==> src/hw/proc_isa_pkg.sv <==
package proc_isa_pkg;

   // Primary opcodes, R-type first
   typedef enum logic [5:0] {
      op_rtype = 6'd0,
      op_addi  = 6'd1,
      op_lw    = 6'd2,
      op_sw    = 6'd3,
      op_beqz  = 6'd4,
      op_bnez  = 6'd5,
      op_j     = 6'd6,
      op_halt  = 6'd7
   } opcode_t;

   // Function field of R-type instructions, bits [5:0]
   typedef enum logic [5:0] {
      funct_add = 6'd0,
      funct_sub = 6'd1,
      funct_and = 6'd2,
      funct_or  = 6'd3,
      funct_xor = 6'd4,
      funct_slt = 6'd5
   } funct_t;

   typedef enum logic [2:0] {
      alu_add,
      alu_sub,
      alu_and,
      alu_or,
      alu_xor,
      alu_slt
   } alu_op_t;

   // Field positions
   localparam int op_msb = 31;
   localparam int op_lsb = 26;
   localparam int rs_lsb = 21;
   localparam int rt_lsb = 16;
   localparam int rd_lsb = 11;

   // ADD r0, r0, r0 which never writes
   localparam logic [31:0] nop_instr = 32'h0000_0000;

endpackage
==> src/hw/proc_pipe_pkg.sv <==
package proc_pipe_pkg;

   typedef enum logic [1:0] {
      wb_alu,
      wb_mem,
      wb_pc_4,  // reserved for a link write
      wb_none
   } wb_src_t;

   // Source of an EX operand
   typedef enum logic [1:0] {
      fwd_reg,
      fwd_mem,
      fwd_wb
   } fwd_sel_t;

   typedef enum logic [1:0] {
      br_none,
      br_eqz,
      br_nez,
      br_jump
   } br_kind_t;

   // Decode to execute
   typedef struct packed {
      logic [31:0]            op_a;
      logic [31:0]            op_b;
      logic [31:0]            imm;
      proc_isa_pkg::alu_op_t  alu_op;
      logic                   alusrc;
      logic [4:0]             rs;
      logic [4:0]             rt;
      logic [4:0]             rd;
      logic                   reg_wr;
      wb_src_t                wb_src;
      logic                   mem_rd;
      logic                   mem_wr;
      br_kind_t               br_kind;
      logic [31:0]            pc_4;
      logic                   halt;
   } id_ex_t;

   // Execute to memory
   typedef struct packed {
      logic [31:0] alu_result;
      logic [31:0] store_data;
      logic [4:0]  rd;
      logic        reg_wr;
      wb_src_t     wb_src;
      logic        mem_rd;
      logic        mem_wr;
      br_kind_t    br_kind;
      logic [31:0] rs_val;
      logic [31:0] br_target;
      logic        halt;
   } ex_mem_t;

   // Memory to writeback
   typedef struct packed {
      logic [31:0] alu_result;
      logic [4:0]  rd;
      logic        reg_wr;
      wb_src_t     wb_src;
      logic        halt;
   } mem_wb_t;

endpackage

==> src/hw/proc.sv <==
`timescale 1ns/1ps

module proc #(
   parameter int          num_regs = 32,
   parameter logic [31:0] reset_pc = 32'h0000_0000
) (
   // Outputs
   output logic [31:0] data_mem_addr,
   output logic [31:0] data_mem_write_data,
   output logic [3:0]  data_mem_wr,
   output logic [3:0]  data_mem_en,
   output logic [31:0] instr_addr,
   output logic        HALTED,
   // Inputs
   input  logic        clk,
   input  logic        rst,
   input  logic [31:0] data_mem_data,
   input  logic [31:0] instruction
);

   // IF/ID
   logic [31:0] id_instr;
   logic [31:0] id_pc_4;
   logic        id_valid;

   // Decode outputs
   proc_pipe_pkg::id_ex_t  id_payload;
   logic [4:0]             id_rs;
   logic [4:0]             id_rt;
   logic                   id_uses_rt;
   logic [31:0]            wb_write_data;

   // Stage registers and stage results
   proc_pipe_pkg::id_ex_t   ex_data;
   logic                    ex_valid;
   proc_pipe_pkg::ex_mem_t  ex_result;
   proc_pipe_pkg::ex_mem_t  mem_data;
   logic                    mem_valid;
   proc_pipe_pkg::mem_wb_t  mem_result;
   proc_pipe_pkg::mem_wb_t  wb_data;
   logic                    wb_valid;

   // Control
   logic                    stall_id;
   logic                    take_branch;
   logic [31:0]             branch_addr;
   proc_pipe_pkg::fwd_sel_t fwd_a;
   proc_pipe_pkg::fwd_sel_t fwd_b;

   // HALT in WB freezes MEM/WB, so the flag sticks
   assign HALTED = wb_valid && wb_data.halt;

   fetch #(.reset_pc(reset_pc)) fetch_i (
      .clk(clk), .rst(rst), .stall(stall_id),
      .take_branch(take_branch), .branch_addr(branch_addr),
      .instruction(instruction), .instr_addr(instr_addr),
      .id_instr(id_instr), .id_pc_4(id_pc_4), .id_valid(id_valid)
   );

   decode #(.num_regs(num_regs)) decode_i (
      .clk(clk), .rst(rst), .instr(id_instr), .pc_4(id_pc_4), .valid(id_valid),
      .wb_valid(wb_valid), .wb_data_in(wb_data), .data_mem_data(data_mem_data),
      .id_ex(id_payload), .rs(id_rs), .rt(id_rt), .uses_rt(id_uses_rt),
      .wb_write_data(wb_write_data)
   );

   // Load-use bubble enters here
   pipe_reg #(.payload_t(proc_pipe_pkg::id_ex_t)) id_ex_reg (
      .clk(clk), .rst(rst), .stall(1'b0), .flush(take_branch || stall_id),
      .in_valid(id_valid), .in_data(id_payload),
      .out_valid(ex_valid), .out_data(ex_data)
   );

   hazard_detect #(.num_regs(num_regs)) hazard_i (
      .id_rs(id_rs), .id_rt(id_rt), .id_uses_rt(id_uses_rt), .id_valid(id_valid),
      .ex_data(ex_data), .ex_valid(ex_valid), .mem_data(mem_data), .mem_valid(mem_valid),
      .wb_data(wb_data), .wb_valid(wb_valid),
      .stall_id(stall_id), .fwd_a(fwd_a), .fwd_b(fwd_b)
   );

   execute execute_i (
      .id_ex(ex_data), .fwd_a(fwd_a), .fwd_b(fwd_b),
      .mem_alu(mem_data.alu_result), .wb_write_data(wb_write_data),
      .ex_mem(ex_result)
   );

   pipe_reg #(.payload_t(proc_pipe_pkg::ex_mem_t)) ex_mem_reg (
      .clk(clk), .rst(rst), .stall(1'b0), .flush(take_branch),
      .in_valid(ex_valid), .in_data(ex_result),
      .out_valid(mem_valid), .out_data(mem_data)
   );

   // Branches resolve here
   memory_stage memory_i (
      .ex_mem(mem_data), .valid(mem_valid),
      .data_mem_addr(data_mem_addr), .data_mem_write_data(data_mem_write_data),
      .data_mem_wr(data_mem_wr), .data_mem_en(data_mem_en),
      .take_branch(take_branch), .branch_addr(branch_addr), .mem_wb(mem_result)
   );

   pipe_reg #(.payload_t(proc_pipe_pkg::mem_wb_t)) mem_wb_reg (
      .clk(clk), .rst(rst), .stall(HALTED), .flush(1'b0),
      .in_valid(mem_valid), .in_data(mem_result),
      .out_valid(wb_valid), .out_data(wb_data)
   );

endmodule

==> src/hw/memory_stage.sv <==
`timescale 1ns/1ps

module memory_stage (
   input  proc_pipe_pkg::ex_mem_t ex_mem,
   input  logic                   valid,
   output logic [31:0]            data_mem_addr,
   output logic [31:0]            data_mem_write_data,
   output logic [3:0]             data_mem_wr,
   output logic [3:0]             data_mem_en,
   output logic                   take_branch,
   output logic [31:0]            branch_addr,
   output proc_pipe_pkg::mem_wb_t mem_wb
);

   logic do_read;
   logic do_write;

   assign do_read  = valid && ex_mem.mem_rd;
   assign do_write = valid && ex_mem.mem_wr;

   // Word accesses only, all four lanes
   assign data_mem_addr       = ex_mem.alu_result;
   assign data_mem_write_data = ex_mem.store_data;
   assign data_mem_en         = (do_read || do_write) ? 4'hf : 4'h0;
   assign data_mem_wr         = do_write ? 4'hf : 4'h0;

   // Branch resolution on the forwarded rs value
   always_comb begin
      case (ex_mem.br_kind)
         proc_pipe_pkg::br_eqz:  take_branch = valid && (ex_mem.rs_val == 32'd0);
         proc_pipe_pkg::br_nez:  take_branch = valid && (ex_mem.rs_val != 32'd0);
         proc_pipe_pkg::br_jump: take_branch = valid;
         default:                take_branch = 1'b0;
      endcase
   end

   assign branch_addr = ex_mem.br_target;

   always_comb begin
      mem_wb            = '0;
      mem_wb.alu_result = ex_mem.alu_result;
      mem_wb.rd         = ex_mem.rd;
      mem_wb.reg_wr     = ex_mem.reg_wr;
      mem_wb.wb_src     = ex_mem.wb_src;
      mem_wb.halt       = ex_mem.halt;
   end

endmodule

==> src/hw/execute.sv <==
`timescale 1ns/1ps

module execute (
   input  proc_pipe_pkg::id_ex_t    id_ex,
   input  proc_pipe_pkg::fwd_sel_t  fwd_a,
   input  proc_pipe_pkg::fwd_sel_t  fwd_b,
   input  logic [31:0]              mem_alu,
   input  logic [31:0]              wb_write_data,
   output proc_pipe_pkg::ex_mem_t   ex_mem
);

   logic [31:0] opnd_a;
   logic [31:0] opnd_b;
   logic [31:0] alu_b;
   logic [31:0] alu_out;

   // Forwarding muxes
   always_comb begin
      case (fwd_a)
         proc_pipe_pkg::fwd_mem: opnd_a = mem_alu;
         proc_pipe_pkg::fwd_wb:  opnd_a = wb_write_data;
         default:                opnd_a = id_ex.op_a;
      endcase
      case (fwd_b)
         proc_pipe_pkg::fwd_mem: opnd_b = mem_alu;
         proc_pipe_pkg::fwd_wb:  opnd_b = wb_write_data;
         default:                opnd_b = id_ex.op_b;
      endcase
   end

   assign alu_b = id_ex.alusrc ? id_ex.imm : opnd_b;

   always_comb begin
      case (id_ex.alu_op)
         proc_isa_pkg::alu_sub: alu_out = opnd_a - alu_b;
         proc_isa_pkg::alu_and: alu_out = opnd_a & alu_b;
         proc_isa_pkg::alu_or:  alu_out = opnd_a | alu_b;
         proc_isa_pkg::alu_xor: alu_out = opnd_a ^ alu_b;
         proc_isa_pkg::alu_slt: alu_out = {31'd0, $signed(opnd_a) < $signed(alu_b)};
         default:               alu_out = opnd_a + alu_b;
      endcase
   end

   always_comb begin
      ex_mem            = '0;
      ex_mem.alu_result = alu_out;
      ex_mem.store_data = opnd_b;
      ex_mem.rd         = id_ex.rd;
      ex_mem.reg_wr     = id_ex.reg_wr;
      ex_mem.wb_src     = id_ex.wb_src;
      ex_mem.mem_rd     = id_ex.mem_rd;
      ex_mem.mem_wr     = id_ex.mem_wr;
      ex_mem.br_kind    = id_ex.br_kind;
      ex_mem.rs_val     = opnd_a;
      // Word offset relative to PC+4
      ex_mem.br_target  = id_ex.pc_4 + {id_ex.imm[29:0], 2'b00};
      ex_mem.halt       = id_ex.halt;
   end

endmodule

==> src/hw/hazard_detect.sv <==
`timescale 1ns/1ps

module hazard_detect #(
   parameter int num_regs = 32
) (
   input  logic                    [4:0] id_rs,
   input  logic                    [4:0] id_rt,
   input  logic                          id_uses_rt,
   input  logic                          id_valid,
   input  proc_pipe_pkg::id_ex_t         ex_data,
   input  logic                          ex_valid,
   input  proc_pipe_pkg::ex_mem_t        mem_data,
   input  logic                          mem_valid,
   input  proc_pipe_pkg::mem_wb_t        wb_data,
   input  logic                          wb_valid,
   output logic                          stall_id,
   output proc_pipe_pkg::fwd_sel_t       fwd_a,
   output proc_pipe_pkg::fwd_sel_t       fwd_b
);

   // Register numbers compare at register file width
   localparam int idx_w = $clog2(num_regs);

   logic [idx_w-1:0] ex_rd;
   logic [idx_w-1:0] mem_rd;
   logic [idx_w-1:0] wb_rd;
   logic             ex_load;
   logic             mem_fwd_ok;
   logic             wb_fwd_ok;

   assign ex_rd  = ex_data.rd[idx_w-1:0];
   assign mem_rd = mem_data.rd[idx_w-1:0];
   assign wb_rd  = wb_data.rd[idx_w-1:0];

   // Load in EX feeding the instruction in ID
   assign ex_load  = ex_valid && ex_data.mem_rd && ex_data.reg_wr && (ex_rd != '0);
   assign stall_id = id_valid && ex_load &&
                     ((ex_rd == id_rs[idx_w-1:0]) ||
                      (id_uses_rt && (ex_rd == id_rt[idx_w-1:0])));

   // Load data is not ready in MEM
   assign mem_fwd_ok = mem_valid && mem_data.reg_wr && (mem_rd != '0) &&
                       (mem_data.wb_src == proc_pipe_pkg::wb_alu);
   assign wb_fwd_ok  = wb_valid && wb_data.reg_wr && (wb_rd != '0);

   // Younger producer wins
   function automatic proc_pipe_pkg::fwd_sel_t pick(input logic [4:0] src);
      if (mem_fwd_ok && (mem_rd == src[idx_w-1:0])) begin
         return proc_pipe_pkg::fwd_mem;
      end else if (wb_fwd_ok && (wb_rd == src[idx_w-1:0])) begin
         return proc_pipe_pkg::fwd_wb;
      end
      return proc_pipe_pkg::fwd_reg;
   endfunction

   always_comb begin
      fwd_a = pick(ex_data.rs);
      fwd_b = pick(ex_data.rt);
   end

endmodule

==> src/hw/decode.sv <==
`timescale 1ns/1ps

module decode #(
   parameter int num_regs = 32
) (
   input  logic                   clk,
   input  logic                   rst,
   input  logic [31:0]            instr,
   input  logic [31:0]            pc_4,
   input  logic                   valid,
   input  logic                   wb_valid,
   input  proc_pipe_pkg::mem_wb_t wb_data_in,
   input  logic [31:0]            data_mem_data,
   output proc_pipe_pkg::id_ex_t  id_ex,
   output logic [4:0]             rs,
   output logic [4:0]             rt,
   output logic                   uses_rt,
   output logic [31:0]            wb_write_data
);

   localparam int idx_w = $clog2(num_regs);

   logic [31:0]                regs [num_regs];
   logic [idx_w-1:0]           wr_idx;
   logic                       wr_en;
   proc_isa_pkg::opcode_t      opcode;
   proc_isa_pkg::funct_t       funct;

   assign opcode  = proc_isa_pkg::opcode_t'(instr[proc_isa_pkg::op_msb:proc_isa_pkg::op_lsb]);
   assign funct   = proc_isa_pkg::funct_t'(instr[5:0]);
   assign rs      = instr[proc_isa_pkg::rs_lsb +: 5];
   assign rt      = instr[proc_isa_pkg::rt_lsb +: 5];
   assign uses_rt = (opcode == proc_isa_pkg::op_rtype) || (opcode == proc_isa_pkg::op_sw);

   // Writeback value, load data shows up during WB
   assign wb_write_data = (wb_data_in.wb_src == proc_pipe_pkg::wb_mem) ? data_mem_data
                                                                        : wb_data_in.alu_result;
   assign wr_idx = wb_data_in.rd[idx_w-1:0];
   assign wr_en  = !rst && wb_valid && wb_data_in.reg_wr && (wr_idx != '0);

   always_ff @(posedge clk) begin
      if (wr_en) begin
         regs[wr_idx] <= wb_write_data;
      end
   end

   // r0 reads zero; same-cycle write bypasses the array
   function automatic logic [31:0] read_reg(input logic [4:0] idx);
      logic [idx_w-1:0] sel;
      sel = idx[idx_w-1:0];
      if (sel == '0) begin
         return 32'd0;
      end else if (wr_en && (wr_idx == sel)) begin
         return wb_write_data;
      end
      return regs[sel];
   endfunction

   always_comb begin
      id_ex         = '0;
      id_ex.op_a    = read_reg(rs);
      id_ex.op_b    = read_reg(rt);
      id_ex.imm     = {{16{instr[15]}}, instr[15:0]};
      id_ex.rs      = rs;
      id_ex.rt      = rt;
      id_ex.pc_4    = pc_4;
      id_ex.alu_op  = proc_isa_pkg::alu_add;
      id_ex.wb_src  = proc_pipe_pkg::wb_none;
      id_ex.br_kind = proc_pipe_pkg::br_none;
      case (opcode)
         proc_isa_pkg::op_rtype: begin
            id_ex.rd     = instr[proc_isa_pkg::rd_lsb +: 5];
            id_ex.reg_wr = valid;
            id_ex.wb_src = proc_pipe_pkg::wb_alu;
            case (funct)
               proc_isa_pkg::funct_sub: id_ex.alu_op = proc_isa_pkg::alu_sub;
               proc_isa_pkg::funct_and: id_ex.alu_op = proc_isa_pkg::alu_and;
               proc_isa_pkg::funct_or:  id_ex.alu_op = proc_isa_pkg::alu_or;
               proc_isa_pkg::funct_xor: id_ex.alu_op = proc_isa_pkg::alu_xor;
               proc_isa_pkg::funct_slt: id_ex.alu_op = proc_isa_pkg::alu_slt;
               default:                 id_ex.alu_op = proc_isa_pkg::alu_add;
            endcase
         end
         proc_isa_pkg::op_addi: begin
            id_ex.rd     = rt;
            id_ex.reg_wr = valid;
            id_ex.wb_src = proc_pipe_pkg::wb_alu;
            id_ex.alusrc = 1'b1;
         end
         proc_isa_pkg::op_lw: begin
            id_ex.rd     = rt;
            id_ex.reg_wr = valid;
            id_ex.wb_src = proc_pipe_pkg::wb_mem;
            id_ex.alusrc = 1'b1;
            id_ex.mem_rd = valid;
         end
         proc_isa_pkg::op_sw: begin
            id_ex.alusrc = 1'b1;
            id_ex.mem_wr = valid;
         end
         proc_isa_pkg::op_beqz: id_ex.br_kind = proc_pipe_pkg::br_eqz;
         proc_isa_pkg::op_bnez: id_ex.br_kind = proc_pipe_pkg::br_nez;
         proc_isa_pkg::op_j:    id_ex.br_kind = proc_pipe_pkg::br_jump;
         proc_isa_pkg::op_halt: id_ex.halt    = valid;
         default: ;
      endcase
   end

endmodule

==> src/hw/fetch.sv <==
`timescale 1ns/1ps

module fetch #(
   parameter logic [31:0] reset_pc = 32'h0000_0000
) (
   input  logic        clk,
   input  logic        rst,
   input  logic        stall,
   input  logic        take_branch,
   input  logic [31:0] branch_addr,
   input  logic [31:0] instruction,
   output logic [31:0] instr_addr,
   output logic [31:0] id_instr,
   output logic [31:0] id_pc_4,
   output logic        id_valid
);

   logic [31:0] pc;
   logic [31:0] pc_4;
   logic        fetch_halt;

   assign instr_addr = pc;
   assign pc_4       = pc + 32'd4;

   // HALT at the current PC pins the PC until a redirect
   assign fetch_halt = instruction[proc_isa_pkg::op_msb:proc_isa_pkg::op_lsb]
                       == proc_isa_pkg::op_halt;

   always_ff @(posedge clk) begin
      if (rst) begin
         pc <= reset_pc;
      end else if (take_branch) begin
         pc <= branch_addr;
      end else if (!stall && !fetch_halt) begin
         pc <= pc_4;
      end
   end

   // IF/ID register, bubble on a taken branch
   always_ff @(posedge clk) begin
      if (rst || take_branch) begin
         id_valid <= 1'b0;
         id_instr <= proc_isa_pkg::nop_instr;
      end else if (!stall) begin
         id_valid <= 1'b1;
         id_instr <= instruction;
      end
   end

   always_ff @(posedge clk) begin
      if (!stall) begin
         id_pc_4 <= pc_4;
      end
   end

endmodule

==> src/hw/pipe_reg.sv <==
`timescale 1ns/1ps

module pipe_reg #(
   parameter type payload_t = logic
) (
   input  logic     clk,
   input  logic     rst,
   input  logic     stall,
   input  logic     flush,
   input  logic     in_valid,
   input  payload_t in_data,
   output logic     out_valid,
   output payload_t out_data
);

   // Flush beats stall, so a squashed slot never lingers
   always_ff @(posedge clk) begin
      if (rst || flush) begin
         out_valid <= 1'b0;
      end else if (!stall) begin
         out_valid <= in_valid;
      end
   end

   // Payload only matters while valid
   always_ff @(posedge clk) begin
      if (!stall) begin
         out_data <= in_data;
      end
   end

endmodule

==> config.mk <==
export PLATFORM = sky130hd
export DESIGN_NAME = proc
export DESIGN_NICKNAME = d
export VERILOG_FILES = /design/src/hw/proc_isa_pkg.sv /design/src/hw/proc_pipe_pkg.sv /design/src/hw/proc.sv /design/src/hw/memory_stage.sv /design/src/hw/execute.sv /design/src/hw/hazard_detect.sv /design/src/hw/decode.sv /design/src/hw/fetch.sv /design/src/hw/pipe_reg.sv
export SDC_FILE = /design/constraint.sdc
export NUM_CORES = 2
export LEC_CHECK = 0
export BUFFER_PORTS_ARGS = -buffer_cell sky130_fd_sc_hd__buf_2
export CAP_MARGIN = 10
export CORE_MARGIN = 8
export CORE_UTILIZATION = 55
export DETAILED_ROUTE_END_ITERATION = 10
export GPL_ROUTABILITY_DRIVEN = 0
export PLACE_DENSITY = 0.72
export SYNTH_ARGS = -nofsm -noshare
export SYNTH_HDL_FRONTEND = slang
export SYNTH_SLANG_ARGS = --single-unit
==> constraint.sdc <==
create_clock -name clk -period 6.8 [get_ports clk]
set_input_delay 1.02 -clock clk [delete_from_list [all_inputs] [get_ports clk]]
set_output_delay 1.02 -clock clk [all_outputs]
set_load 0.1 [all_outputs]
Yosys cells after proc, flatten, opt, wreduce, memory -nomap -nowiden
Memory sizes are Yosys's and may differ from the RTL's. A register that Yosys moved wholly into a read port is not among the register bits.
Cells that the tools add are included.

storage, ports and cells
  flip-flop bits (word level) = 421
  bits in latches = 0
  bits in writable memories = 1024
  memory bits (read-only) = 0
  word-level logic and storage cells = 167
  memories = 1

memory list
  name           depth  width  read ports  clocked after Yosys merged registers in  write ports  line          text
  decode_i.regs  32     32     2           2                                        1            decode.sv:23  logic [31:0] regs [num_regs];

cells by class
  $add $sub $neg = 4
  $mul = 0
  div/mod/pow operators = 0
  magnitude comparators = 1
  equal/unequal tests = 34
  shifts and indexed selects = 0
  multiplexer cells = 40
  bitwise operators = 3
  reductions and logical operators = 46

operator list
  cell                   count
  $mux 32                10
  $pmux 32 s5            1
  $pmux 32 s2            2
  $add 32x32->32         2
  $eq 6x3->1 const B     7
  $eq 5x5->1             8
  $add 32x3->32 const B  1
  $and 32x32->32         1
  $logic_not 32->1       1
  $lt 32x32->1           1
  $or 32x32->32          1
  $reduce_bool 32->1     1
  $sub 32x32->32         1
  $xor 32x32->32         1
  $logic_and 1x1->1      26
  $eq 6x2->1 const B     4
  $pmux 8 s3             1
  $mux 5                 4
  $pmux 3 s5             1
  $reduce_bool 5->1      3
  $eq 6x1->1 const B     2
  $mux 2                 6
  $mux 1                 11
  $logic_not 5->1        2
  14 further kinds       30

Longest topological paths before layout
  depth in word-level cells = 11
  depth in mapped cells = 27

Hierarchy
A second synthesis with hierarchy kept.

unflattened totals
  cell total of the unflattened synthesis = 5197
  area total of the unflattened synthesis = 74232.4 um2

modules (own cells, without submodules)
  module                  times used  cells each  area an instance (um2)  seq. area each (um2)
  decode                  1           2775        49179.7                 30749.5
  execute                 1           1426        8723.4                  0.0
  pipe_reg at id_ex_reg   1           159         4698.3                  4674.5
  fetch                   1           426         4383.0                  2262.2
  pipe_reg at ex_mem_reg  1           145         4277.9                  4254.1
  pipe_reg at mem_wb_reg  1           45          1275.0                  1251.2
  memory_stage            1           167         1265.0                  0.0
  hazard_detect           1           51          414.1                   0.0
  proc                    1           3           16.3                    0.0

Least setup slack after synthesis
OpenSTA, ideal clock, no wires.

  path kind = register -> register
  from = register mem_wb_reg.out_data[7] (netlist bit)
  to = register ex_mem_reg.out_data[135] (netlist bit)
  setup time = 0.122 ns
  arrival = 5.128 ns
  data required time = 6.678 ns
  slack = 1.550 ns
  stages on the path, launching flop included = 26
  buffers on the path = 2
  period minus slack after synthesis = 5.250 ns
  cell sequence = edfxtp_1 or3_1 buf_6 o311a_1 nand2_1 clkbuf_1 nor2_1 a21oi_1 o21ai_0 mux2_2 ha_1 fa_1 a21oi_1 nor2_1 nor2_1 nor2_1 o21a_1 o21a_4 o2111ai_4 a31oi_4 a311oi_4 o21ai_2 a41oi_2 mux2_2 a22oi_1 o21ai_1

RTL lines
  element                 line            text
  from (decl)             pipe_reg.sv:13  output payload_t out_data
  from (signal assigned)  pipe_reg.sv:28  out_data <= in_data;
  to (signal assigned)    pipe_reg.sv:28
  to (decl)               pipe_reg.sv:13

==> metrics.txt <==
min-delay src=id_ex_reg.out_data[33]; post-route minimum period=6.034 ns; Layout Nets=4649; startpoint types=register; CP delay by family, top=compound AO/OA/AOI/OAI gates; Hold Crit Class=register to register; GR Util All Layers=0.2768; sequential area share after synthesis=0.5869; Finished Layout Cells=6210; drt drc=0; Filler cells=8898; Arr. time, crit path=6.69 ns; Max clock buf depth=3; Row Count=129; worst setup path endpoint=ex_mem_reg.out_data[135]; Seq cells post-synth=1455; reg2reg path depth=23; worst slew pin tran=1.279 ns; CTS tree=built; reg2reg setup slack=0.77 ns; ys flop type=edfxtp_1; H-Tree Depth=4; routed wire length=190.6 mm; Worst path slowest cell=or3_1; Reg-to-Reg Start=mem_wb_reg.out_data[6]; WHS=0.3219 ns; EDFF count, synth=1097; CORE AREA=123500 um2; hold_buf cts=0; CP Max Fanout=31; status=completed; Clock Skew=0.02928 ns; post-cts repair resize count=0; ratio of cells with drive above 1 in the final layout=0.2738; Worst setup EP type=register; postcts setup bufs=0; CP Class=register to register; via density per instance=6.613; clk_lat worst skew=0.79 ns; Mapped Area=68340 um2; RSZ-0062 raised after global routing=no; antenna violations before repair=2; Die Y-Extent=368.5 um; Die ar.=135800 um2; first-pass GRT wire length=278.5 mm; Pleak=0.02614 uW; Ys Warns=0; max-capacitance violation count=0; reg-to-reg endpoint=ex_mem_reg.out_data[135]; FFs w/ async S/R, synth=0; Final TNS setup=0 ns; Port-buffer cells=170; total number of vias=41067; worst path cell trace=or3_1 > o311a_1 > nand2_2 > buf_4 > buf_4 > nor2_1 > a21oi_1 > o21ai_0 > mux2_2 > inv_1 > ha_1 > inv_1 > nor2_1 > o21a_1 > o21a_4 > o2111ai_4 > a31oi_4 > a311oi_4 > o21ai_2 > a41oi_2 > mux2_2 > a22oi_1 > o21ai_1; Syn Area/Cell=15.71 um2; vias in the first global route=40881; largest net degree at the start of global routing=101; CTS Buf Count=147; Buf+Inv Stages, Crit Path=4; required time of the critical path=7.45 ns; GRT overflow=0; io pins=171; launch point of the worst path=mem_wb_reg.out_data[6]; Max VDD drop=0.4029 mV; Final Hold Viols=0; Initial Util=0.5535; HPWL after DPL=118.7 mm; Final Setup Violations=0; total iterations of the first detailed-routing run=6; FMAX=165.7 MHz; CTS sink count=1455; DRT antenna net count=0; Unique masters post-synth=91; most common cell after layout, fill and taps aside=edfxtp_1; die width=368.5 um; Slew Viols, Final=0; Tcrit/Tclk final=0.8874; Starting DRT DRC Count=5122; CP max stage delay=0.65 ns; cells after synthesis=4349; PD cells=320.8 nW/um2; clock root buffer=clkbuf_16; Clock transition at path regs=0.06 ns; most frequent cells in the layout=edfxtp_1, mux4_2, dfxtp_1, nor2_1, a21oi_1; CP Depth=23; dpl cells=5942; Area Growth Syn to Fin=10.78%; max_slew headroom=0.1226; drt wl/cell=30.70 um
-- per-stage QoR --
| step | power, uW | util | area [um2] | setup slack (ns) |
|---|---|---|---|---|
| 2_1_floorplan | 14980 | - | 68460 | 1.550 |
| 3_3_place_gp | 16300 | 0.5747 | 70960 | 0.9207 |
| 3_5_place_dp | 16380 | 0.5749 | 70980 | 0.8452 |
| 4_1_cts | 24280 | 0.6129 | 75680 | 0.8245 |
| 5_1_grt | 25020 | 0.6131 | 75700 | 0.3696 |
| 6_report | 24280 | 0.6131 | 75710 | 0.7656 |
-- how the worst min path moves through the flow --
stage,slack [ns],end,cells after the start
detailed placement,0.31,ex_mem_reg.out_data[70],0
floorplan,0.31,ex_mem_reg.out_data[0],0
global route,0.33,ex_mem_reg.out_data[65],0
finish,0.32,ex_mem_reg.out_data[65],0
CTS,0.32,ex_mem_reg.out_data[65],0
global placement,0.31,ex_mem_reg.out_data[1],0
-- power breakdown --
group / total [uW] / leakage (uW) / internal (uW) / switching, uW
clock network: 8000 / 0.00229 / 4570 / 3430
registers: 11300 / 0.0131 / 10900 / 427
logic: 4980 / 0.0108 / 1380 / 3600
total: 24300 / 0.0261 / 16800 / 7460
-- synthesized netlist by cell type (all sizes together), types with 6 or more instances --
library cell  count  share of area
or3               6        0.00055
nand3b            8        0.00088
a31oi            11         0.0012
o21bai           23         0.0025
o31a              7        0.00095
o21a             26         0.0030
a221o             7         0.0010
and3             29         0.0028
nand3            27         0.0020
nor2            310          0.017
xnor2            68         0.0088
ha              125          0.023
o22ai            57         0.0052
buf             151          0.013
mux2             45         0.0074
mux2i           111          0.016
o31ai             9        0.00099
nand4            21         0.0019
a22oi            21         0.0023
a21o             17         0.0019
mux4            641           0.21
xor2             83          0.011
o211ai           12         0.0013
nor2b            13         0.0012
nand2           180         0.0099
and2             10        0.00092
nor4             16         0.0019
a211oi            7        0.00084
edfxtp         1097           0.48
a21boi            7        0.00082
a21oi           236          0.017
o22a             10         0.0013
nand2b           13         0.0012
nor3             41         0.0031
o221ai            6        0.00077
o21ai           127         0.0094
clkbuf          188          0.010
dfxtp           358           0.10
inv             168         0.0092
-- cells by family after synthesis --
kind of cell | synth area share
AOI/OAI and AO/OA | 0.05701
buffers and inverters | 0.03224
xor gates and xnor gates | 0.01946
other | 0.00005487
muxes | 0.2349
adders and majority gates | 0.02376
DFF | 0.5869
and+or+nand+nor | 0.04564
-- layer usage --
layer  vias up  share of wire  global-route usage  wire length (um)
li1      17293              -                   -                 -
met5         -        0.00014                   0                27
met1     20819           0.37              0.3764             71260
met4         4          0.044              0.1128              8411
met3       464           0.11             0.05702             20950
met2      2487           0.47              0.4398             90000
-- area by class of cell --
class                           instances  area [um2]  share of cell area
Timing Repair Buffer                  265        1752             0.02314
Clock inverter                         77       750.7            0.009916
Multi-Input combinational cell       2418       26430              0.3491
Tap cell                             1637        2048             0.02706
Sequential cell                      1455       40140              0.5303
Antenna cell                            1       2.502          0.00003305
Inverter                              168       630.6            0.008330
Clock buffer                          189        3951             0.05219
-- registers in the layout, summed over array words and instances, names as in the netlist, named ones only --
register	flops
id_ex_reg.out_valid	1
ex_mem_reg.out_data	141
decode_i.regs	1024
fetch_i.id_instr	32
fetch_i.id_valid	1
fetch_i.id_pc_4	32
id_ex_reg.out_data	139
fetch_i.instr_addr	32
ex_mem_reg.out_valid	1
mem_wb_reg.out_data	41
mem_wb_reg.out_valid	1
Note: power is estimated with default switching activity, not from simulation.
